<file path="config.mk">
export PLATFORM = sky130hd
export DESIGN_NAME = avmm_bridge_top
export DESIGN_NICKNAME = d
export VERILOG_FILES = /design/src/hw/avmm_bridge_pkg.sv /design/src/hw/avmm_bridge_top.sv /design/src/hw/avmm_reg_slave.sv /design/src/hw/avmm_decode.sv
export VERILOG_INCLUDE_DIRS = /design/src /design/src/include
export SDC_FILE = /design/constraint.sdc
export NUM_CORES = 2
export LEC_CHECK = 0
export BUFFER_PORTS_ARGS = -buffer_cell sky130_fd_sc_hd__buf_2
export CORE_MARGIN = 2
export CORE_UTILIZATION = 35
export CTS_BUF_LIST = sky130_fd_sc_hd__clkbuf_2
export CTS_CLUSTER_DIAMETER = 80
export DETAILED_ROUTE_END_ITERATION = 12
export GPL_TIMING_DRIVEN = 0
export MAX_ROUTING_LAYER = met4
export SETUP_SLACK_MARGIN = 0.02
export SLEW_MARGIN = 5
export SYNTH_ARGS = -nofsm -noshare
export SYNTH_HDL_FRONTEND = slang
export SYNTH_HIERARCHICAL = 1
export SYNTH_SLANG_ARGS = --single-unit
</file>
<file path="constraint.sdc">
create_clock -name avmm_clk -period 8.6 [get_ports avmm_clk]
set_input_delay 1.72 -clock avmm_clk [delete_from_list [all_inputs] [get_ports avmm_clk]]
set_output_delay 1.72 -clock avmm_clk [all_outputs]
set_load 0.03 [all_outputs]
</file>
<file path="src/include/avmm_bridge_macros.svh">
/*
 Address map bases are 17-bit word addresses on the master bus.
 Slave index widths set the bank depth. Upper local address bits alias.
 RDLAT values must be 1 or more. WAIT values may be 0.
*/
`ifndef AVMM_BRIDGE_MACROS_SVH
`define AVMM_BRIDGE_MACROS_SVH

// ----------------------------------------------------------------------
// Address map (word addresses)
// ----------------------------------------------------------------------
`define BASE_AIB     17'h080
`define BASE_NAIB    17'h0C0
`define BASE_EHIP    17'h100

// ----------------------------------------------------------------------
// Slave register banks
// ----------------------------------------------------------------------
`define PMA_IDX_W    4
`define AIB_IDX_W    3
`define EHIP_IDX_W   5

`define PMA_WAIT     0
`define AIB_WAIT     2
`define EHIP_WAIT    1

`define PMA_RDLAT    1
`define AIB_RDLAT    3
`define EHIP_RDLAT   2

`endif
</file>
<file path="src/hw/avmm_bridge_pkg.sv">
/*
 Shared types for the Avalon-MM configuration fabric.
 One transaction in flight at a time, single-word accesses only.
*/
package avmm_bridge_pkg;

   // ----------------------------------------------------------------------
   // Decoder transaction FSM
   // ----------------------------------------------------------------------
   typedef enum logic [2:0] {
      st_idle            = 3'h0,
      st_write           = 3'h1,
      st_write_done      = 3'h2,
      st_read            = 3'h3,
      st_wait_rdval      = 3'h4,
      st_release_waitreq = 3'h5,
      st_set_rdval       = 3'h6
   } dec_state_e;

   // Routed destination of a transaction
   typedef enum logic [1:0] {
      tgt_pma  = 2'h0,
      tgt_aib  = 2'h1,
      tgt_ehip = 2'h2,
      tgt_none = 2'h3   // Unmapped hole
   } target_e;

   // ----------------------------------------------------------------------
   // Bus bundles
   // ----------------------------------------------------------------------
   typedef struct packed {
      logic        write;
      logic        read;
      logic [16:0] addr;      // Word address, region-local on slave side
      logic [31:0] wdata;
      logic [3:0]  byte_en;
   } avmm_cmd_t;

   typedef struct packed {
      logic [31:0] rdata;
      logic        rdatavalid;
      logic        waitrequest;
   } avmm_rsp_t;

endpackage : avmm_bridge_pkg

</file>
<file path="src/hw/avmm_bridge_top.sv">
/*
 Configuration fabric top. One decoder routes master commands to the
 PMA, AIB and EHIP register banks. Bank sizes and timing come from the
 macro header.
*/
`timescale 1ns/1ps
`include "avmm_bridge_macros.svh"

module avmm_bridge_top (
   input  logic                      avmm_clk,
   input  logic                      avmm_rst_n,
   input  avmm_bridge_pkg::avmm_cmd_t i_cmd,
   input  logic                      i_user_mode,
   output avmm_bridge_pkg::avmm_rsp_t o_rsp
);

   import avmm_bridge_pkg::*;

   avmm_cmd_t pma_cmd;
   avmm_cmd_t aib_cmd;
   avmm_cmd_t ehip_cmd;
   avmm_rsp_t pma_rsp;
   avmm_rsp_t aib_rsp;
   avmm_rsp_t ehip_rsp;

   // ----------------------------------------------------------------------
   // Router
   // ----------------------------------------------------------------------
   avmm_decode u_decode (
      .avmm_clk    (avmm_clk),
      .avmm_rst_n  (avmm_rst_n),
      .i_cmd       (i_cmd),
      .i_user_mode (i_user_mode),
      .o_rsp       (o_rsp),
      .o_pma_cmd   (pma_cmd),
      .i_pma_rsp   (pma_rsp),
      .o_aib_cmd   (aib_cmd),
      .i_aib_rsp   (aib_rsp),
      .o_ehip_cmd  (ehip_cmd),
      .i_ehip_rsp  (ehip_rsp)
   );

   // ----------------------------------------------------------------------
   // Register-bank slaves
   // ----------------------------------------------------------------------
   avmm_reg_slave #(.IDX_W(`PMA_IDX_W), .WAIT_CYC(`PMA_WAIT), .RD_LAT(`PMA_RDLAT)) u_pma (
      .avmm_clk   (avmm_clk),
      .avmm_rst_n (avmm_rst_n),
      .i_cmd      (pma_cmd),
      .o_rsp      (pma_rsp)
   );

   avmm_reg_slave #(.IDX_W(`AIB_IDX_W), .WAIT_CYC(`AIB_WAIT), .RD_LAT(`AIB_RDLAT)) u_aib (
      .avmm_clk   (avmm_clk),
      .avmm_rst_n (avmm_rst_n),
      .i_cmd      (aib_cmd),
      .o_rsp      (aib_rsp)
   );

   avmm_reg_slave #(.IDX_W(`EHIP_IDX_W), .WAIT_CYC(`EHIP_WAIT), .RD_LAT(`EHIP_RDLAT)) u_ehip (
      .avmm_clk   (avmm_clk),
      .avmm_rst_n (avmm_rst_n),
      .i_cmd      (ehip_cmd),
      .o_rsp      (ehip_rsp)
   );

endmodule : avmm_bridge_top

</file>
<file path="src/hw/avmm_reg_slave.sv">
/*
 Register-bank Avalon-MM slave. Local address bits above IDX_W alias.
 Waitrequest stalls each request for WAIT_CYC cycles. Read data returns
 RD_LAT cycles after acceptance, RD_LAT must be at least 1.
 Assumes one outstanding transaction, as issued by the decoder.
*/
`timescale 1ns/1ps

module avmm_reg_slave #(
   parameter int IDX_W    = 4,
   parameter int WAIT_CYC = 0,
   parameter int RD_LAT   = 1
) (
   input  logic                      avmm_clk,
   input  logic                      avmm_rst_n,
   input  avmm_bridge_pkg::avmm_cmd_t i_cmd,
   output avmm_bridge_pkg::avmm_rsp_t o_rsp
);

   import avmm_bridge_pkg::*;

   localparam int NREG  = 2 ** IDX_W;
   localparam int CNT_W = (WAIT_CYC > 0) ? $clog2(WAIT_CYC + 1) : 1;

   logic [31:0]      regs [NREG];
   logic [IDX_W-1:0] idx;
   logic [CNT_W-1:0] stall_cnt;
   logic             req;
   logic             waitreq;
   logic             wr_accept;
   logic             rd_accept;
   logic [RD_LAT-1:0] rd_pipe;      // Read valid delay line
   logic [31:0]      rd_data;
   logic             rd_open;      // Accepted read still owes its valid pulse

   assign idx       = i_cmd.addr[IDX_W-1:0];
   assign req       = i_cmd.write | i_cmd.read;
   assign waitreq   = (stall_cnt != CNT_W'(WAIT_CYC));
   assign wr_accept = i_cmd.write & ~waitreq;
   assign rd_accept = i_cmd.read & ~waitreq;

   // ----------------------------------------------------------------------
   // Stall counter
   // ----------------------------------------------------------------------
   always_ff @(posedge avmm_clk or negedge avmm_rst_n) begin
      if (!avmm_rst_n) begin
         stall_cnt <= '0;
      end else if (!req || !waitreq) begin
         stall_cnt <= '0;              // Restart for the next request
      end else begin
         stall_cnt <= stall_cnt + 1'b1;
      end
   end

   // ----------------------------------------------------------------------
   // Register bank with byte enables
   // ----------------------------------------------------------------------
   always_ff @(posedge avmm_clk or negedge avmm_rst_n) begin
      if (!avmm_rst_n) begin
         for (int i = 0; i < NREG; i++) begin
            regs[i] <= '0;
         end
      end else if (wr_accept) begin
         for (int b = 0; b < 4; b++) begin
            if (i_cmd.byte_en[b]) begin
               regs[idx][8*b +: 8] <= i_cmd.wdata[8*b +: 8];
            end
         end
      end
   end

   // ----------------------------------------------------------------------
   // Read return
   // ----------------------------------------------------------------------
   always_ff @(posedge avmm_clk or negedge avmm_rst_n) begin
      if (!avmm_rst_n) begin
         rd_pipe <= '0;
      end else begin
         rd_pipe <= (rd_pipe << 1) | RD_LAT'(rd_accept);
      end
   end

   // Sampled at acceptance, held until the valid pulse
   always_ff @(posedge avmm_clk) begin
      if (rd_accept) begin
         rd_data <= regs[idx];
      end
   end

   always_ff @(posedge avmm_clk or negedge avmm_rst_n) begin
      if (!avmm_rst_n) begin
         rd_open <= 1'b0;
      end else if (rd_accept) begin
         rd_open <= 1'b1;
      end else if (o_rsp.rdatavalid) begin
         rd_open <= 1'b0;              // Valid pulse delivered
      end
   end

   assign o_rsp.rdata       = rd_data;
   assign o_rsp.rdatavalid  = rd_pipe[RD_LAT-1];
   assign o_rsp.waitrequest = waitreq;

   a_rdval_after_read: assert property (@(posedge avmm_clk) disable iff (!avmm_rst_n)
      o_rsp.rdatavalid |-> rd_open)
      else $error("slave rdatavalid without an accepted read");

endmodule : avmm_reg_slave

</file>
<file path="src/hw/avmm_decode.sv">
/*
 Avalon-MM address decoder for PMA, AIB and EHIP register regions.
 Master must hold i_cmd and i_user_mode stable until waitrequest drops.
 Only one transaction is outstanding. Hole writes are dropped, hole reads
 return zero.
*/
`timescale 1ns/1ps
`include "avmm_bridge_macros.svh"

module avmm_decode (
   input  logic                      avmm_clk,
   input  logic                      avmm_rst_n,
   input  avmm_bridge_pkg::avmm_cmd_t i_cmd,
   input  logic                      i_user_mode,   // 1 selects the user address map
   output avmm_bridge_pkg::avmm_rsp_t o_rsp,
   output avmm_bridge_pkg::avmm_cmd_t o_pma_cmd,
   input  avmm_bridge_pkg::avmm_rsp_t i_pma_rsp,
   output avmm_bridge_pkg::avmm_cmd_t o_aib_cmd,
   input  avmm_bridge_pkg::avmm_rsp_t i_aib_rsp,
   output avmm_bridge_pkg::avmm_cmd_t o_ehip_cmd,
   input  avmm_bridge_pkg::avmm_rsp_t i_ehip_rsp
);

   import avmm_bridge_pkg::*;

   dec_state_e  state;
   dec_state_e  state_nxt;
   target_e     target;
   avmm_rsp_t   sel_rsp;         // Response of the decoded slave
   logic [16:0] ehip_cfg_addr;
   logic [16:0] ehip_addr;
   logic [31:0] rd_hold;         // Slave read data held until release
   logic [31:0] rsp_rdata;
   logic        rsp_rdatavalid;
   logic        rsp_waitreq;

   // Strobes come from the FSM, not from the master command
   function automatic avmm_cmd_t route_cmd(input avmm_cmd_t cmd, input logic hit,
                                           input dec_state_e st, input logic [16:0] laddr);
      avmm_cmd_t c;
      c       = cmd;
      c.addr  = laddr;
      c.write = hit && (st == st_write);
      c.read  = hit && (st == st_read);
      return c;
   endfunction

   // ----------------------------------------------------------------------
   // Command fan-out with region-local addresses
   // ----------------------------------------------------------------------
   assign ehip_cfg_addr = i_cmd.addr - `BASE_EHIP;
   assign ehip_addr     = i_user_mode ? {3'b000, i_cmd.addr[16:9], i_cmd.addr[5:0]}
                                      : ehip_cfg_addr;

   assign o_pma_cmd  = route_cmd(i_cmd, target == tgt_pma, state, {10'b0, i_cmd.addr[6:0]});
   assign o_aib_cmd  = route_cmd(i_cmd, target == tgt_aib, state, {11'b0, i_cmd.addr[5:0]});
   assign o_ehip_cmd = route_cmd(i_cmd, target == tgt_ehip, state, ehip_addr);

   always_comb begin
      case (target)
         tgt_pma:  sel_rsp = i_pma_rsp;
         tgt_aib:  sel_rsp = i_aib_rsp;
         tgt_ehip: sel_rsp = i_ehip_rsp;
         default:  sel_rsp = '{rdata: '0, rdatavalid: 1'b0, waitrequest: 1'b0}; // Hole never stalls
      endcase
   end

   // ----------------------------------------------------------------------
   // Transaction FSM
   // ----------------------------------------------------------------------
   always_comb begin
      state_nxt = state;
      case (state)
         st_idle: begin
            if (i_cmd.write) begin
               state_nxt = st_write;
            end else if (i_cmd.read) begin
               state_nxt = st_read;
            end
         end
         st_write: begin
            if (!sel_rsp.waitrequest) begin
               state_nxt = st_write_done;
            end
         end
         st_write_done: state_nxt = st_idle;
         st_read: begin
            if (target == tgt_none) begin
               state_nxt = st_release_waitreq;   // Nothing to wait for
            end else if (!sel_rsp.waitrequest) begin
               state_nxt = st_wait_rdval;
            end
         end
         st_wait_rdval: begin
            if (sel_rsp.rdatavalid) begin
               state_nxt = st_release_waitreq;
            end
         end
         st_release_waitreq: state_nxt = st_set_rdval;
         st_set_rdval:       state_nxt = st_idle;
         default:            state_nxt = st_idle;
      endcase
   end

   always_ff @(posedge avmm_clk or negedge avmm_rst_n) begin
      if (!avmm_rst_n) begin
         state          <= st_idle;
         target         <= tgt_none;
         rsp_waitreq    <= 1'b1;
         rsp_rdatavalid <= 1'b0;
      end else begin
         state <= state_nxt;
         if (state == st_idle) begin   // Decode once per transaction
            if (i_cmd.addr < `BASE_AIB) begin
               target <= tgt_pma;
            end else if (i_cmd.addr < `BASE_NAIB) begin
               target <= tgt_aib;
            end else if (!i_user_mode && (i_cmd.addr < `BASE_EHIP)) begin
               target <= tgt_none;
            end else if (i_user_mode && (i_cmd.addr[7:6] == 2'b11)) begin
               target <= tgt_none;
            end else begin
               target <= tgt_ehip;
            end
         end
         rsp_waitreq    <= !((state_nxt == st_write_done) || (state_nxt == st_release_waitreq));
         rsp_rdatavalid <= (state_nxt == st_set_rdval);
      end
   end

   // ----------------------------------------------------------------------
   // Read data merge
   // ----------------------------------------------------------------------
   always_ff @(posedge avmm_clk) begin
      if (state == st_idle) begin
         rd_hold <= '0;                  // Hole reads keep zero
      end else if ((state == st_wait_rdval) && sel_rsp.rdatavalid) begin
         rd_hold <= sel_rsp.rdata;
      end
      rsp_rdata <= (state_nxt == st_set_rdval) ? rd_hold : '0;
   end

   assign o_rsp.rdata       = rsp_rdata;
   assign o_rsp.rdatavalid  = rsp_rdatavalid;
   assign o_rsp.waitrequest = rsp_waitreq;

   // ----------------------------------------------------------------------
   // Checks
   // ----------------------------------------------------------------------
   a_target_held: assert property (@(posedge avmm_clk) disable iff (!avmm_rst_n)
      (state != st_idle) |=> $stable(target))
      else $error("decoder target changed during a transaction");

   // Valid pulse only in set_rdval, right after the one-cycle waitrequest release
   a_rdval_state: assert property (@(posedge avmm_clk) disable iff (!avmm_rst_n)
      o_rsp.rdatavalid |-> (state == st_set_rdval) && $past(!o_rsp.waitrequest))
      else $error("master rdatavalid outside set_rdval or without a waitrequest release");

   a_one_strobe: assert property (@(posedge avmm_clk) disable iff (!avmm_rst_n)
      $onehot0({o_pma_cmd.write, o_pma_cmd.read, o_aib_cmd.write, o_aib_cmd.read,
                o_ehip_cmd.write, o_ehip_cmd.read}))
      else $error("more than one slave strobe high");

endmodule : avmm_decode

</file>
==> run_results.csv <==
group,metric,value,unit
timing,skew,0.165,ns
detailed_routing,drt_pass1_iterations,5,
timing,fin_crit,4.49,ns
clocking,cts_setup_buffers,0,
placement,dpl.hpwl,208000,µm
clocking,postCtsResizedCells,0,
clocking,htree_levels,6,
cells_and_area,final_cell_mix,"1806 x dfrtp_1, 1764 x mux2_2, 826 x clkbuf_2, 548 x mux2i_1, 257 x o22ai_1",
outcome,status,"finished, violations left",
clocking,cts_hold_buf,36,
timing,hold_viol,0,
critical_path,worstReg2RegEnd,"u_ehip/regs[251]$_DFFE_PN0P_",
critical_path,reg2reg_depth,10,
global_routing,grt_max_degree,171,
detailed_routing,wirelength,301000,µm
job,maxCapViolCount,3,
critical_path,endpoint_kind,"primary output",
yosys,post_synth.cell_area_avg,14.6,µm²
global_routing,antenna_found_initial,38,
global_routing,track_usage,0.238,
cells_and_area,fin_nets,6792,
detailed_routing,via_per_inst,5.52,
floorplanning,dieHeight,508,µm
timing,setup_viol,0,
pwr,irDropWorstVdd,111,µV
critical_path,r2r-start,"u_decode/target[0]$_DFFE_PN1P_",
clocking,clk-insertion-delay-late,1.93,ns
global_routing,grt_pass1_vias,59700,
detailed_routing,vias,57800,
critical_path,reg2reg_slack,4.31,ns
clocking,cts_sinks,1969,
floorplanning,num_io_pins,92,
min_path,holdPathStages,3,
placement,portBuffers,48,
global_routing,grt_remaining_overflow,0,
detailed_routing,drc_errors,0,
yosys,synth_area,0.0890,mm²
critical_path,cp.required,6.88,ns
detailed_routing,routedWlPerCell,28.8,µm
timing,slew_headroom,-0.0363,
placement,gp_congestion,0.969,
cells_and_area,final_common_cell,"dfrtp_1",
floorplanning,core,0.253,mm²
pwr,leakagePower,48.4,nW
min_path,hp-start,"i_user_mode",
detailed_routing,dr.first_iter.drc_count,5353,
timing,max_freq,223,MHz
clocking,root_buffer,"clkbuf_2",
critical_path,cp-startpoint,"u_decode/rsp_waitreq$_DFF_PN1_",
clocking,cts_buffers,540,
floorplanning,initial_core_util,0.351,
global_routing,grt_pass1_wl,429000,µm
cells_and_area,layout-drive-gt1-share,0.472,
timing,tightest_slew,1.54,ns
critical_path,path_max_fanout,1,
min_path,min_path_type,"primary input to flip-flop",
yosys,synthesis.nets,6151,
timing,finalSetupTns,0,ns
clocking,cts_tree,"yes",
pwr,power.total,18.9,mW
floorplanning,num_rows,185,
critical_path,critical_path_arrival,2.77,ns
cells_and_area,utilization,0.390,
yosys,synth_cells,6092,
timing,min_period_over_period,0.522,
critical_path,crit_path_start_kind,"flip-flop",
min_path,holdPathEnd,"u_decode/target[0]$_DFFE_PN1P_",
timing,grt_setup_unrepaired,"no",
timing,drv_slew,24,
outcome,violations,"max-capacitance violations, max-slew violations",
pwr,power_density,191,mW/mm²
floorplanning,die_w,508,µm
detailed_routing,ant_nets,0,
clocking,clockBufferDepth,4,
clocking,clk_pin_slew,0.10,ns
cells_and_area,area_growth_syn_to_layout,11.2,%
critical_path,critPathKind,"flip-flop to primary output",
floorplanning,die-area,0.258,mm²
yosys,yosys_warnings,6,
-- worst max path at each step --
stage / endpoint / slack, ns / cells after the start
6_report: o_rsp[0] / 4.11 / 2
5_1_grt: o_rsp[0] / 3.91 / 2
4_1_cts: o_rsp[0] / 3.83 / 2
3_5_place_dp: u_ehip/rd_data[2]$_DFFE_PP_ / 2.85 / 8
3_3_place_gp: u_pma/regs[418]$_DFFE_PN0P_ / -33.78 / 1
2_1_floorplan: u_ehip/rd_data[10]$_DFFE_PP_ / 4.99 / 9
-- critical path: stages, from the launching register on --
cell and delay [ns]:
dfstp_2 0.53, buf_4 0.09, buf_2 0.22
-- metal layers --
metal  global-route usage  vias up  part of all wire
li1                     -    24000                 -
met1                0.303    30600              0.42
met2                0.354     2499              0.46
met3               0.0542      741             0.074
met4                0.121        0             0.052
met5                    -        -                 0
-- flip-flops by register name, indices dropped and copies added, names as in the netlist, 3 cells and up --
| signal | count |
|---|---|
| u_aib/rd_pipe | 3 |
| u_decode/rd_hold | 32 |
| u_decode/rsp_rdata | 32 |
| u_aib/rd_data | 32 |
| u_pma/rd_data | 32 |
| u_decode/state | 3 |
| u_aib/regs | 256 |
| u_ehip/rd_data | 32 |
| u_ehip/regs | 1024 |
| u_pma/regs | 512 |
-- power by group --
part / switching [mW] / total (mW) / internal [mW]
sequential: 0.266 / 10.1 / 9.83
combinational: 1.33 / 2.11 / 0.781
clock: 3.95 / 6.64 / 2.69
total: 5.55 / 18.9 / 13.3
-- cell type report --
cell class | instances | area [µm²]
fill | 24000 | 155000
sequential | 1969 | 49400
multi-input combinational | 3591 | 36800
tap | 3366 | 4210
clock buffer | 801 | 4010
buffer | 525 | 2800
timing repair buffer | 99 | 1000
clock inverter | 100 | 617
antenna | 18 | 45.0
inverter | 7 | 26.3
-- stage by stage --
| step | hold slack, ns | setup WS, ns | area [µm²] | std cells |
|---|---|---|---|---|
| 6_report | 0.289 | 4.11 | 98900 | 10500 |
| 5_1_grt | 0.147 | 3.91 | 98900 | 10500 |
| 4_1_cts | 0.0433 | 3.83 | 98900 | 10500 |
| 3_5_place_dp | 0.336 | 2.85 | 93900 | 9521 |
| 3_3_place_gp | 0.334 | -33.78 | 93400 | 9506 |
| 2_1_floorplan | 0.331 | 4.99 | 89000 | 6092 |
Note: power is estimated with default switching activity, not from simulation.
